===== config.mk =====
export PLATFORM = sky130hd
export DESIGN_NAME = cfu_top
export DESIGN_NICKNAME = d
export VERILOG_FILES = /design/src/verilog/cfu_pkg.sv /design/src/verilog/cfu_issue_buffer.sv /design/src/verilog/control_flow_unit.sv /design/src/verilog/cfu_stat_regs.sv /design/src/verilog/cfu_top.sv
export SDC_FILE = /design/constraint.sdc
export NUM_CORES = 1
export LEC_CHECK = 0
export ABC_CLOCK_PERIOD_IN_PS = 8700
export BUFFER_PORTS_ARGS = -buffer_cell sky130_fd_sc_hd__buf_2
export CORE_MARGIN = 3
export CORE_UTILIZATION = 45
export CTS_CLUSTER_DIAMETER = 150
export DETAILED_ROUTE_END_ITERATION = 6
export PLACE_DENSITY = 0.74
export SYNTH_ARGS = -nofsm -noshare
export SYNTH_HDL_FRONTEND = slang
export SYNTH_SLANG_ARGS = --single-unit

===== constraint.sdc =====
create_clock -name clk -period 8.7 [get_ports clk]
set_input_delay 1.74 -clock clk [delete_from_list [all_inputs] [get_ports clk]]
set_output_delay 1.74 -clock clk [all_outputs]
set_load 0.03 [all_outputs]

===== src/verilog/cfu_pkg.sv =====
// Shared widths, micro-op encoding and statistics register map for the
// control-flow execute unit. RTL and testbench refer to these by scoped
// names.

package cfu_pkg;

  //--------------------------------------------------
  // Datapath widths
  //--------------------------------------------------

  // Reorder buffer sequence number
  localparam int SEQ_BITS = 5;

  // Data and address width
  localparam int XLEN = 32;

  // Architectural register address
  localparam int REG_BITS = 5;

  //--------------------------------------------------
  // Micro-op encoding
  //--------------------------------------------------

  // Only the control-flow ops reach this unit
  typedef enum logic [1:0] {
    UOP_JAL  = 2'd0,
    UOP_JALR = 2'd1,
    UOP_BNE  = 2'd2
  } cfu_uop_e;

  //--------------------------------------------------
  // Statistics block word offsets
  //--------------------------------------------------

  localparam int STAT_ADR_BITS = 2;

  // Counters, read only
  localparam logic [STAT_ADR_BITS-1:0] STAT_RETIRED = 2'd0;
  localparam logic [STAT_ADR_BITS-1:0] STAT_LINK    = 2'd1;
  localparam logic [STAT_ADR_BITS-1:0] STAT_SQUASH  = 2'd2;

  // Bit 0 written high clears all counters, reads as zero
  localparam logic [STAT_ADR_BITS-1:0] STAT_CTRL    = 2'd3;

endpackage


===== src/verilog/cfu_issue_buffer.sv =====
// Two-entry FIFO between dispatch and the control-flow unit.
// Dispatch sees a registered ready, so no combinational path runs
// from the unit back to dispatch.

`timescale 1ns/1ps

module cfu_issue_buffer (
  input  logic                          clk,
  input  logic                          arst_n,
  // Dispatch side
  input  logic                          d_val,
  output logic                          d_rdy,
  input  logic [cfu_pkg::XLEN-1:0]      d_pc,
  input  logic [cfu_pkg::SEQ_BITS-1:0]  d_seq_num,
  input  logic [cfu_pkg::XLEN-1:0]      d_op1,
  input  logic [cfu_pkg::XLEN-1:0]      d_op2,
  input  logic [cfu_pkg::XLEN-1:0]      d_imm,
  input  logic [cfu_pkg::REG_BITS-1:0]  d_waddr,
  input  cfu_pkg::cfu_uop_e             d_uop,
  // Execute side
  output logic                          x_val,
  input  logic                          x_rdy,
  output logic [cfu_pkg::XLEN-1:0]      x_pc,
  output logic [cfu_pkg::SEQ_BITS-1:0]  x_seq_num,
  output logic [cfu_pkg::XLEN-1:0]      x_op1,
  output logic [cfu_pkg::XLEN-1:0]      x_op2,
  output logic [cfu_pkg::XLEN-1:0]      x_imm,
  output logic [cfu_pkg::REG_BITS-1:0]  x_waddr,
  output cfu_pkg::cfu_uop_e             x_uop
);

  // Entry storage
  logic [cfu_pkg::XLEN-1:0]     pc_q    [2];
  logic [cfu_pkg::SEQ_BITS-1:0] seq_q   [2];
  logic [cfu_pkg::XLEN-1:0]     op1_q   [2];
  logic [cfu_pkg::XLEN-1:0]     op2_q   [2];
  logic [cfu_pkg::XLEN-1:0]     imm_q   [2];
  logic [cfu_pkg::REG_BITS-1:0] waddr_q [2];
  cfu_pkg::cfu_uop_e            uop_q   [2];

  logic       head_q;
  logic       tail_q;
  logic [1:0] count_q;
  logic [1:0] count_next;
  logic       d_rdy_q;
  logic       d_fire;
  logic       x_fire;

  assign d_fire = d_val & d_rdy_q;
  assign x_fire = x_val & x_rdy;

  // Occupancy after this edge
  always_comb begin
    case ({d_fire, x_fire})
      2'b10:   count_next = count_q + 2'd1;
      2'b01:   count_next = count_q - 2'd1;
      default: count_next = count_q;
    endcase
  end

  //--------------------------------------------------
  // Pointers, count and registered ready
  //--------------------------------------------------

  always_ff @(posedge clk or negedge arst_n) begin
    if (!arst_n) begin
      head_q  <= 1'b0;
      tail_q  <= 1'b0;
      count_q <= 2'd0;
      d_rdy_q <= 1'b1;
    end else begin
      if (d_fire) begin
        tail_q <= ~tail_q;
      end
      if (x_fire) begin
        head_q <= ~head_q;
      end
      count_q <= count_next;
      // Ready drops only once both entries hold ops
      d_rdy_q <= (count_next != 2'd2);
    end
  end

  // Payload write at tail
  always_ff @(posedge clk) begin
    if (d_fire) begin
      pc_q[tail_q]    <= d_pc;
      seq_q[tail_q]   <= d_seq_num;
      op1_q[tail_q]   <= d_op1;
      op2_q[tail_q]   <= d_op2;
      imm_q[tail_q]   <= d_imm;
      waddr_q[tail_q] <= d_waddr;
      uop_q[tail_q]   <= d_uop;
    end
  end

  assign d_rdy = d_rdy_q;

  // Head entry presented to the unit
  assign x_val     = (count_q != 2'd0);
  assign x_pc      = pc_q[head_q];
  assign x_seq_num = seq_q[head_q];
  assign x_op1     = op1_q[head_q];
  assign x_op2     = op2_q[head_q];
  assign x_imm     = imm_q[head_q];
  assign x_waddr   = waddr_q[head_q];
  assign x_uop     = uop_q[head_q];

endmodule


===== src/verilog/control_flow_unit.sv =====
// Control-flow execute unit for JAL, JALR and BNE.
// Resolves target and link value, registers the writeback message and
// pulses squash once per redirecting op.

`timescale 1ns/1ps

module control_flow_unit (
  input  logic                          clk,
  input  logic                          arst_n,
  // Issue side
  input  logic                          x_val,
  output logic                          x_rdy,
  input  logic [cfu_pkg::XLEN-1:0]      x_pc,
  input  logic [cfu_pkg::SEQ_BITS-1:0]  x_seq_num,
  input  logic [cfu_pkg::XLEN-1:0]      x_op1,
  input  logic [cfu_pkg::XLEN-1:0]      x_op2,
  input  logic [cfu_pkg::XLEN-1:0]      x_imm,
  input  logic [cfu_pkg::REG_BITS-1:0]  x_waddr,
  input  cfu_pkg::cfu_uop_e             x_uop,
  // Writeback stream
  output logic                          w_val,
  input  logic                          w_rdy,
  output logic [cfu_pkg::XLEN-1:0]      w_pc,
  output logic [cfu_pkg::SEQ_BITS-1:0]  w_seq_num,
  output logic [cfu_pkg::REG_BITS-1:0]  w_waddr,
  output logic [cfu_pkg::XLEN-1:0]      w_wdata,
  output logic                          w_wen,
  // Squash notification
  output logic                          squash_val,
  output logic [cfu_pkg::SEQ_BITS-1:0]  squash_seq_num,
  output logic [cfu_pkg::XLEN-1:0]      squash_target
);

  logic                         load;
  logic [cfu_pkg::XLEN-1:0]     link;
  logic [cfu_pkg::XLEN-1:0]     jalr_sum;
  logic [cfu_pkg::XLEN-1:0]     target;
  logic                         taken;
  logic                         wen;

  logic                         w_val_q;
  logic                         first_q;
  logic                         taken_q;
  logic [cfu_pkg::XLEN-1:0]     target_q;

  //--------------------------------------------------
  // Resolution
  //--------------------------------------------------

  // Return address for jumps
  assign link     = x_pc + cfu_pkg::XLEN'(4);
  assign jalr_sum = x_op1 + x_imm;

  always_comb begin
    target = x_pc + x_imm;
    taken  = 1'b0;
    wen    = 1'b0;
    case (x_uop)
      cfu_pkg::UOP_JAL: begin
        taken = 1'b1;
        wen   = 1'b1;
      end
      cfu_pkg::UOP_JALR: begin
        // Target LSB forced to zero
        target = {jalr_sum[cfu_pkg::XLEN-1:1], 1'b0};
        taken  = 1'b1;
        wen    = 1'b1;
      end
      cfu_pkg::UOP_BNE: begin
        taken = (x_op1 != x_op2);
      end
      default: begin
        taken = 1'b0;
      end
    endcase
  end

  //--------------------------------------------------
  // Writeback register
  //--------------------------------------------------

  // Accept when empty or draining this edge
  assign x_rdy = ~w_val_q | w_rdy;
  assign load  = x_val & x_rdy;

  always_ff @(posedge clk or negedge arst_n) begin
    if (!arst_n) begin
      w_val_q <= 1'b0;
      first_q <= 1'b0;
    end else begin
      if (load) begin
        w_val_q <= 1'b1;
      end else if (w_rdy) begin
        w_val_q <= 1'b0;
      end
      // Set only in the cycle right after a load
      first_q <= load;
    end
  end

  // Message payload, held while W stalls
  always_ff @(posedge clk) begin
    if (load) begin
      w_pc      <= x_pc;
      w_seq_num <= x_seq_num;
      w_waddr   <= wen ? x_waddr : '0;
      w_wdata   <= wen ? link : '0;
      w_wen     <= wen;
      taken_q   <= taken;
      target_q  <= target;
    end
  end

  assign w_val = w_val_q;

  // One pulse per taken op, even under back-pressure
  assign squash_val     = w_val_q & first_q & taken_q;
  assign squash_seq_num = w_seq_num;
  assign squash_target  = target_q;

endmodule


===== src/verilog/cfu_stat_regs.sv =====
// Wishbone classic slave with retire, link-write and squash counters.
// Watches the writeback stream and squash pulse of the unit.

`timescale 1ns/1ps

module cfu_stat_regs (
  input  logic                              clk,
  input  logic                              arst_n,
  // Wishbone slave
  input  logic                              wb_cyc,
  input  logic                              wb_stb,
  input  logic                              wb_we,
  input  logic [cfu_pkg::STAT_ADR_BITS-1:0] wb_adr,
  input  logic [cfu_pkg::XLEN-1:0]          wb_wdata,
  output logic [cfu_pkg::XLEN-1:0]          wb_rdata,
  output logic                              wb_ack,
  // Observed events
  input  logic                              w_val,
  input  logic                              w_rdy,
  input  logic                              w_wen,
  input  logic                              squash_val
);

  logic [cfu_pkg::XLEN-1:0] retired_q;
  logic [cfu_pkg::XLEN-1:0] link_q;
  logic [cfu_pkg::XLEN-1:0] squash_q;
  logic [cfu_pkg::XLEN-1:0] rd_mux;
  logic                     req;
  logic                     clear;
  logic                     w_fire;

  //--------------------------------------------------
  // Bus handshake
  //--------------------------------------------------

  // New request, ack not yet given
  assign req   = wb_cyc & wb_stb & ~wb_ack;
  assign clear = req & wb_we & (wb_adr == cfu_pkg::STAT_CTRL) & wb_wdata[0];

  always_ff @(posedge clk or negedge arst_n) begin
    if (!arst_n) begin
      wb_ack <= 1'b0;
    end else begin
      wb_ack <= req;
    end
  end

  // Read decode, control register reads zero
  always_comb begin
    case (wb_adr)
      cfu_pkg::STAT_RETIRED: rd_mux = retired_q;
      cfu_pkg::STAT_LINK:    rd_mux = link_q;
      cfu_pkg::STAT_SQUASH:  rd_mux = squash_q;
      default:               rd_mux = '0;
    endcase
  end

  // Data lands together with ack
  always_ff @(posedge clk) begin
    if (req) begin
      wb_rdata <= rd_mux;
    end
  end

  //--------------------------------------------------
  // Event counters
  //--------------------------------------------------

  assign w_fire = w_val & w_rdy;

  // Clear takes priority over any increment
  always_ff @(posedge clk or negedge arst_n) begin
    if (!arst_n) begin
      retired_q <= '0;
      link_q    <= '0;
      squash_q  <= '0;
    end else if (clear) begin
      retired_q <= '0;
      link_q    <= '0;
      squash_q  <= '0;
    end else begin
      if (w_fire) begin
        retired_q <= retired_q + 1'b1;
      end
      if (w_fire && w_wen) begin
        link_q <= link_q + 1'b1;
      end
      if (squash_val) begin
        squash_q <= squash_q + 1'b1;
      end
    end
  end

endmodule


===== src/verilog/cfu_top.sv =====
// Control-flow execute subsystem.
// Issue buffer feeds the unit; statistics block watches its outputs.

`timescale 1ns/1ps

module cfu_top (
  input  logic                              clk,
  input  logic                              arst_n,
  // Dispatch stream
  input  logic                              d_val,
  output logic                              d_rdy,
  input  logic [cfu_pkg::XLEN-1:0]          d_pc,
  input  logic [cfu_pkg::SEQ_BITS-1:0]      d_seq_num,
  input  logic [cfu_pkg::XLEN-1:0]          d_op1,
  input  logic [cfu_pkg::XLEN-1:0]          d_op2,
  input  logic [cfu_pkg::XLEN-1:0]          d_imm,
  input  logic [cfu_pkg::REG_BITS-1:0]      d_waddr,
  input  cfu_pkg::cfu_uop_e                 d_uop,
  // Writeback stream
  output logic                              w_val,
  input  logic                              w_rdy,
  output logic [cfu_pkg::XLEN-1:0]          w_pc,
  output logic [cfu_pkg::SEQ_BITS-1:0]      w_seq_num,
  output logic [cfu_pkg::REG_BITS-1:0]      w_waddr,
  output logic [cfu_pkg::XLEN-1:0]          w_wdata,
  output logic                              w_wen,
  // Squash
  output logic                              squash_val,
  output logic [cfu_pkg::SEQ_BITS-1:0]      squash_seq_num,
  output logic [cfu_pkg::XLEN-1:0]          squash_target,
  // Statistics bus
  input  logic                              wb_cyc,
  input  logic                              wb_stb,
  input  logic                              wb_we,
  input  logic [cfu_pkg::STAT_ADR_BITS-1:0] wb_adr,
  input  logic [cfu_pkg::XLEN-1:0]          wb_wdata,
  output logic [cfu_pkg::XLEN-1:0]          wb_rdata,
  output logic                              wb_ack
);

  // Buffer to unit
  logic                         x_val;
  logic                         x_rdy;
  logic [cfu_pkg::XLEN-1:0]     x_pc;
  logic [cfu_pkg::SEQ_BITS-1:0] x_seq_num;
  logic [cfu_pkg::XLEN-1:0]     x_op1;
  logic [cfu_pkg::XLEN-1:0]     x_op2;
  logic [cfu_pkg::XLEN-1:0]     x_imm;
  logic [cfu_pkg::REG_BITS-1:0] x_waddr;
  cfu_pkg::cfu_uop_e            x_uop;

  cfu_issue_buffer u_buf (
    .clk       (clk),
    .arst_n    (arst_n),
    .d_val     (d_val),
    .d_rdy     (d_rdy),
    .d_pc      (d_pc),
    .d_seq_num (d_seq_num),
    .d_op1     (d_op1),
    .d_op2     (d_op2),
    .d_imm     (d_imm),
    .d_waddr   (d_waddr),
    .d_uop     (d_uop),
    .x_val     (x_val),
    .x_rdy     (x_rdy),
    .x_pc      (x_pc),
    .x_seq_num (x_seq_num),
    .x_op1     (x_op1),
    .x_op2     (x_op2),
    .x_imm     (x_imm),
    .x_waddr   (x_waddr),
    .x_uop     (x_uop)
  );

  control_flow_unit u_cfu (
    .clk            (clk),
    .arst_n         (arst_n),
    .x_val          (x_val),
    .x_rdy          (x_rdy),
    .x_pc           (x_pc),
    .x_seq_num      (x_seq_num),
    .x_op1          (x_op1),
    .x_op2          (x_op2),
    .x_imm          (x_imm),
    .x_waddr        (x_waddr),
    .x_uop          (x_uop),
    .w_val          (w_val),
    .w_rdy          (w_rdy),
    .w_pc           (w_pc),
    .w_seq_num      (w_seq_num),
    .w_waddr        (w_waddr),
    .w_wdata        (w_wdata),
    .w_wen          (w_wen),
    .squash_val     (squash_val),
    .squash_seq_num (squash_seq_num),
    .squash_target  (squash_target)
  );

  // Observes W and squash only
  cfu_stat_regs u_stat (
    .clk        (clk),
    .arst_n     (arst_n),
    .wb_cyc     (wb_cyc),
    .wb_stb     (wb_stb),
    .wb_we      (wb_we),
    .wb_adr     (wb_adr),
    .wb_wdata   (wb_wdata),
    .wb_rdata   (wb_rdata),
    .wb_ack     (wb_ack),
    .w_val      (w_val),
    .w_rdy      (w_rdy),
    .w_wen      (w_wen),
    .squash_val (squash_val)
  );

endmodule


==> metrics.md <==
| Metric | Value |
|---|---|
| Reg2reg end | `u_cfu.squash_target[31]` |
| Global-route wire length before repair | `89.3 mm` |
| Register area share after synthesis | `62.1%` |
| Core box area | `53200 um2` |
| Fmax achieved | `177 MHz` |
| Initial antenna violation count | `10` |
| Power share of the clock group | `21.2%` |
| Die width | `239 um` |
| Most area-hungry cell type in the Yosys netlist | `edfxtp_1` |
| Fin. max-slew vios | `0` |
| Seq pwr share | `35.5%` |
| Ports | `329` |
| Worst slew pin tran | `1.24 ns` |
| Via density | `5.46` |
| Die height | `239 um` |
| Synthesis Warnings | `0` |
| # fillers | `4395` |
| CP Capture Point | `u_cfu.squash_target[31]` |
| Number of setup buffers added after CTS | `0` |
| Tmin final | `5.64 ns` |
| Most used flip-flop cell after synthesis | `edfxtp_1` |
| Sw Ratio | `39.2%` |
| Slew headroom | `15.0%` |
| Mapped cell area | `24500 um2` |
| ANT nets after route | `0` |
| Worst skew pair latency | `0.60 ns` |
| Post-synthesis area per instance | `12.8 um2` |
| Routed wire length | `58.6 mm` |
| Syn_nets | `2161` |
| Setup crit start kind | `register` |
| Synth top cells by count | `edfxtp_1, nor2_1, nand2_1` |
| CTS root buffer | `clkbuf_16` |
| Initial Util | `46.1%` |
| Final cell count without fillers | `2942` |
| Layout Skew | `0.0216 ns` |
| Comb pwr share | `43.3%` |
| Worst-path clk slew | `0.06 ns` |
| Post-Place Cells | `2837` |
| Critical Path RT | `9.03 ns` |
| Final Hold Vio Count | `0` |
| Worst setup path start | `u_buf.head_q` |
| CTS tree | `done` |
| Cts hold-fix bufs | `0` |
| Area delta synth->final | `16.2%` |
| Post-synth top area share | `51.5%` |
| Routed vias | `16100` |
| Tightest Hold Check Type | `reg -> reg` |
| # setup viols final | `0` |
| Pleak | `11.3 nW` |
| Post-Syn Instances | `1912` |
| Post-synth EDFFs | `420` |
| RR Startpoint | `u_buf.head_q` |
| Clk sinks | `524` |
| Pwr/cell area | `389 nW/um2` |
| R2R setup slack | `3.06 ns` |
| Total CTS buffers | `56` |
| Post-route DRC violation count | `0` |
| Distinct cells, synth | `69` |
| GPL Wtd Cong | `0.896` |
| Die area | `57300 um2` |
| DRT iter0 DRCs | `1228` |
| Period utilisation layout | `64.8%` |
| Nets | `2456` |
| Maximum vdd drop | `189 uV` |
| # resized after CTS | `0` |
| Depth of the most critical reg-to-reg path | `12` |
| CP Class | `reg -> reg` |
| Longest Clk Path Bufs | `3` |
| Post-synth ARST share | `19.8%` |
| Pin count of the biggest net entering global routing | `97` |
| RSZ-0062 raised after global routing | `false` |
| H-tree levels | `2` |
| Setup tns final | `0 ns` |
| Share of layout cells above drive strength 1 | `22.0%` |
| Cell-internal power | `0.00675 W` |
| Gr usage total | `20.2%` |
| Vias in the first global route | `16100` |
| Most common cell in the netlist | `edfxtp_1` |
| Worst-path fanout max | `63` |
| Post-layout util | `53.6%` |
| Yosys reg bits | `524` |
| Port bufs | `297` |
| FP Rows | `84` |
| Max_cap viols | `0` |
| Crit path capture type | `register` |
| Post-DP HPWL | `42.7 mm` |
| Worst path arrival time | `5.97 ns` |
| Total gr overflow | `0` |
| Status | `complete, no violations` |
| Iteration count of the initial detailed-routing pass | `5` |
| Main area contributors after synthesis | `edfxtp_1, dfrtp_1, xnor2_1, mux2_2, mux2i_1` |
| NetSw | `0.00434 W` |
| Routed wire per std cell | `19.9 um` |
final cells by class:
type,count,area (um2),area share (%)
clock buffers,80,1620,5.67
multi-input cells,1279,8850,31.1
inverters,37,139,0.488
diodes,4,10.0,0.0351
well taps,688,861,3.02
flip-flops and latches,524,15200,53.4
repair buffers,309,1580,5.54
clock inverters,21,208,0.729
cells by family (layout without fill, tap and decap cells):
group / count (synthesis) / after routing / synth area share, %
flip-flops: 524 / 524 / 62.1
AO/OA/AOI/OAI: 297 / 297 / 7.40
AND/OR/NAND/NOR: 543 / 543 / 10.5
other: 0 / 4 / 0
adder cells (fa/ha/maj): 68 / 68 / 3.53
XOR/XNOR: 197 / 197 / 7.04
buffers and inverters: 109 / 447 / 1.91
multiplexers: 174 / 174 / 7.54
registers in the layout, summed over array words and instances (netlist names), 2 cells and up:
| name | cells |
|---|---|
| u_stat.squash_q | 32 |
| u_buf.uop_q | 4 |
| u_cfu.w_waddr | 5 |
| u_buf.op2_q | 64 |
| u_cfu.w_pc | 32 |
| u_stat.wb_rdata | 32 |
| u_cfu.w_wdata | 32 |
| u_stat.link_q | 32 |
| u_buf.pc_q | 64 |
| u_buf.imm_q | 64 |
| u_buf.count_q | 2 |
| u_stat.retired_q | 32 |
| u_buf.waddr_q | 10 |
| u_cfu.squash_seq_num | 5 |
| u_buf.seq_q | 10 |
| u_buf.op1_q | 64 |
| u_cfu.squash_target | 32 |
critical path, cell delays in order (launching register included):
cell and delay, ns:
dfrtp_4 0.95, buf_4 0.72, mux2i_1 0.38, inv_1 0.22
ha_1 0.39, o211ai_1 0.26, o211ai_1 0.20, a2111oi_0 1.07
nor3_1 0.29, o21ai_0 0.43, o21ai_1 0.17, xnor2_1 0.17
mux2i_1 0.09
per-layer routing:
metal | part of all wire, % | vias to the layer above | global-route usage [%]
met5 | 0.16 | - | 0
met3 | 7.0 | 122 | 4.61
met1 | 41 | 7802 | 25.2
met2 | 49 | 486 | 35.0
met4 | 2.7 | 16 | 6.32
li1 | - | 7626 | -
how the worst min path moves through the flow:
| stage | end | slack (ns) | cells after the start | start |
|---|---|---|---|---|
| after floorplan | u_buf.count_q[1] | 0.46 | 1 | u_buf.count_q[1] |
| after global placement | u_buf.count_q[1] | 0.47 | 1 | u_buf.count_q[1] |
| after detailed placement | u_buf.count_q[1] | 0.48 | 1 | u_buf.count_q[1] |
| after CTS | u_buf.count_q[1] | 0.49 | 1 | u_buf.count_q[1] |
| after global routing | u_buf.count_q[1] | 0.51 | 1 | u_buf.count_q[1] |
| final | u_buf.count_q[1] | 0.49 | 1 | u_buf.count_q[1] |
power groups by stage:
stage | clock [W] | sequential, W | combinational [W]
6_report | 0.00235 | 0.00394 | 0.00480
5_1_grt | 0.00250 | 0.00400 | 0.00526
4_1_cts | 0.00240 | 0.00394 | 0.00481
3_5_place_dp | 0 | 0.00398 | 0.00478
3_3_place_gp | 0 | 0.00396 | 0.00469
2_1_floorplan | 0 | 0.00443 | 0.00311
per-stage QoR:
| step | hold WS, ns | cell area [um2] | setup WS, ns | total power, W |
|---|---|---|---|---|
| floorplan | 0.459 | 24500 | 0.198 | 0.00754 |
| global placement | 0.474 | 26700 | 3.34 | 0.00864 |
| detailed placement | 0.481 | 26700 | 3.29 | 0.00876 |
| CTS | 0.492 | 28500 | 3.28 | 0.0111 |
| global route | 0.508 | 28500 | 2.85 | 0.0118 |
| finish | 0.488 | 28500 | 3.06 | 0.0111 |
placed cells by master, fill, tap and decap left out, types with 28 or more instances in the layout:
cell,n
edfxtp_1,420
nand4_1,29
a21o_1,37
o21ai_0,88
mux2i_1,90
and3_1,28
xnor2_1,116
nand2_1,137
nand3_1,53
inv_1,37
clkbuf_16,59
buf_2,296
ha_1,66
nor2_1,179
a21oi_1,92
mux2_2,84
xor2_1,81
dfrtp_1,102
(Power assumes the default switching activity.)
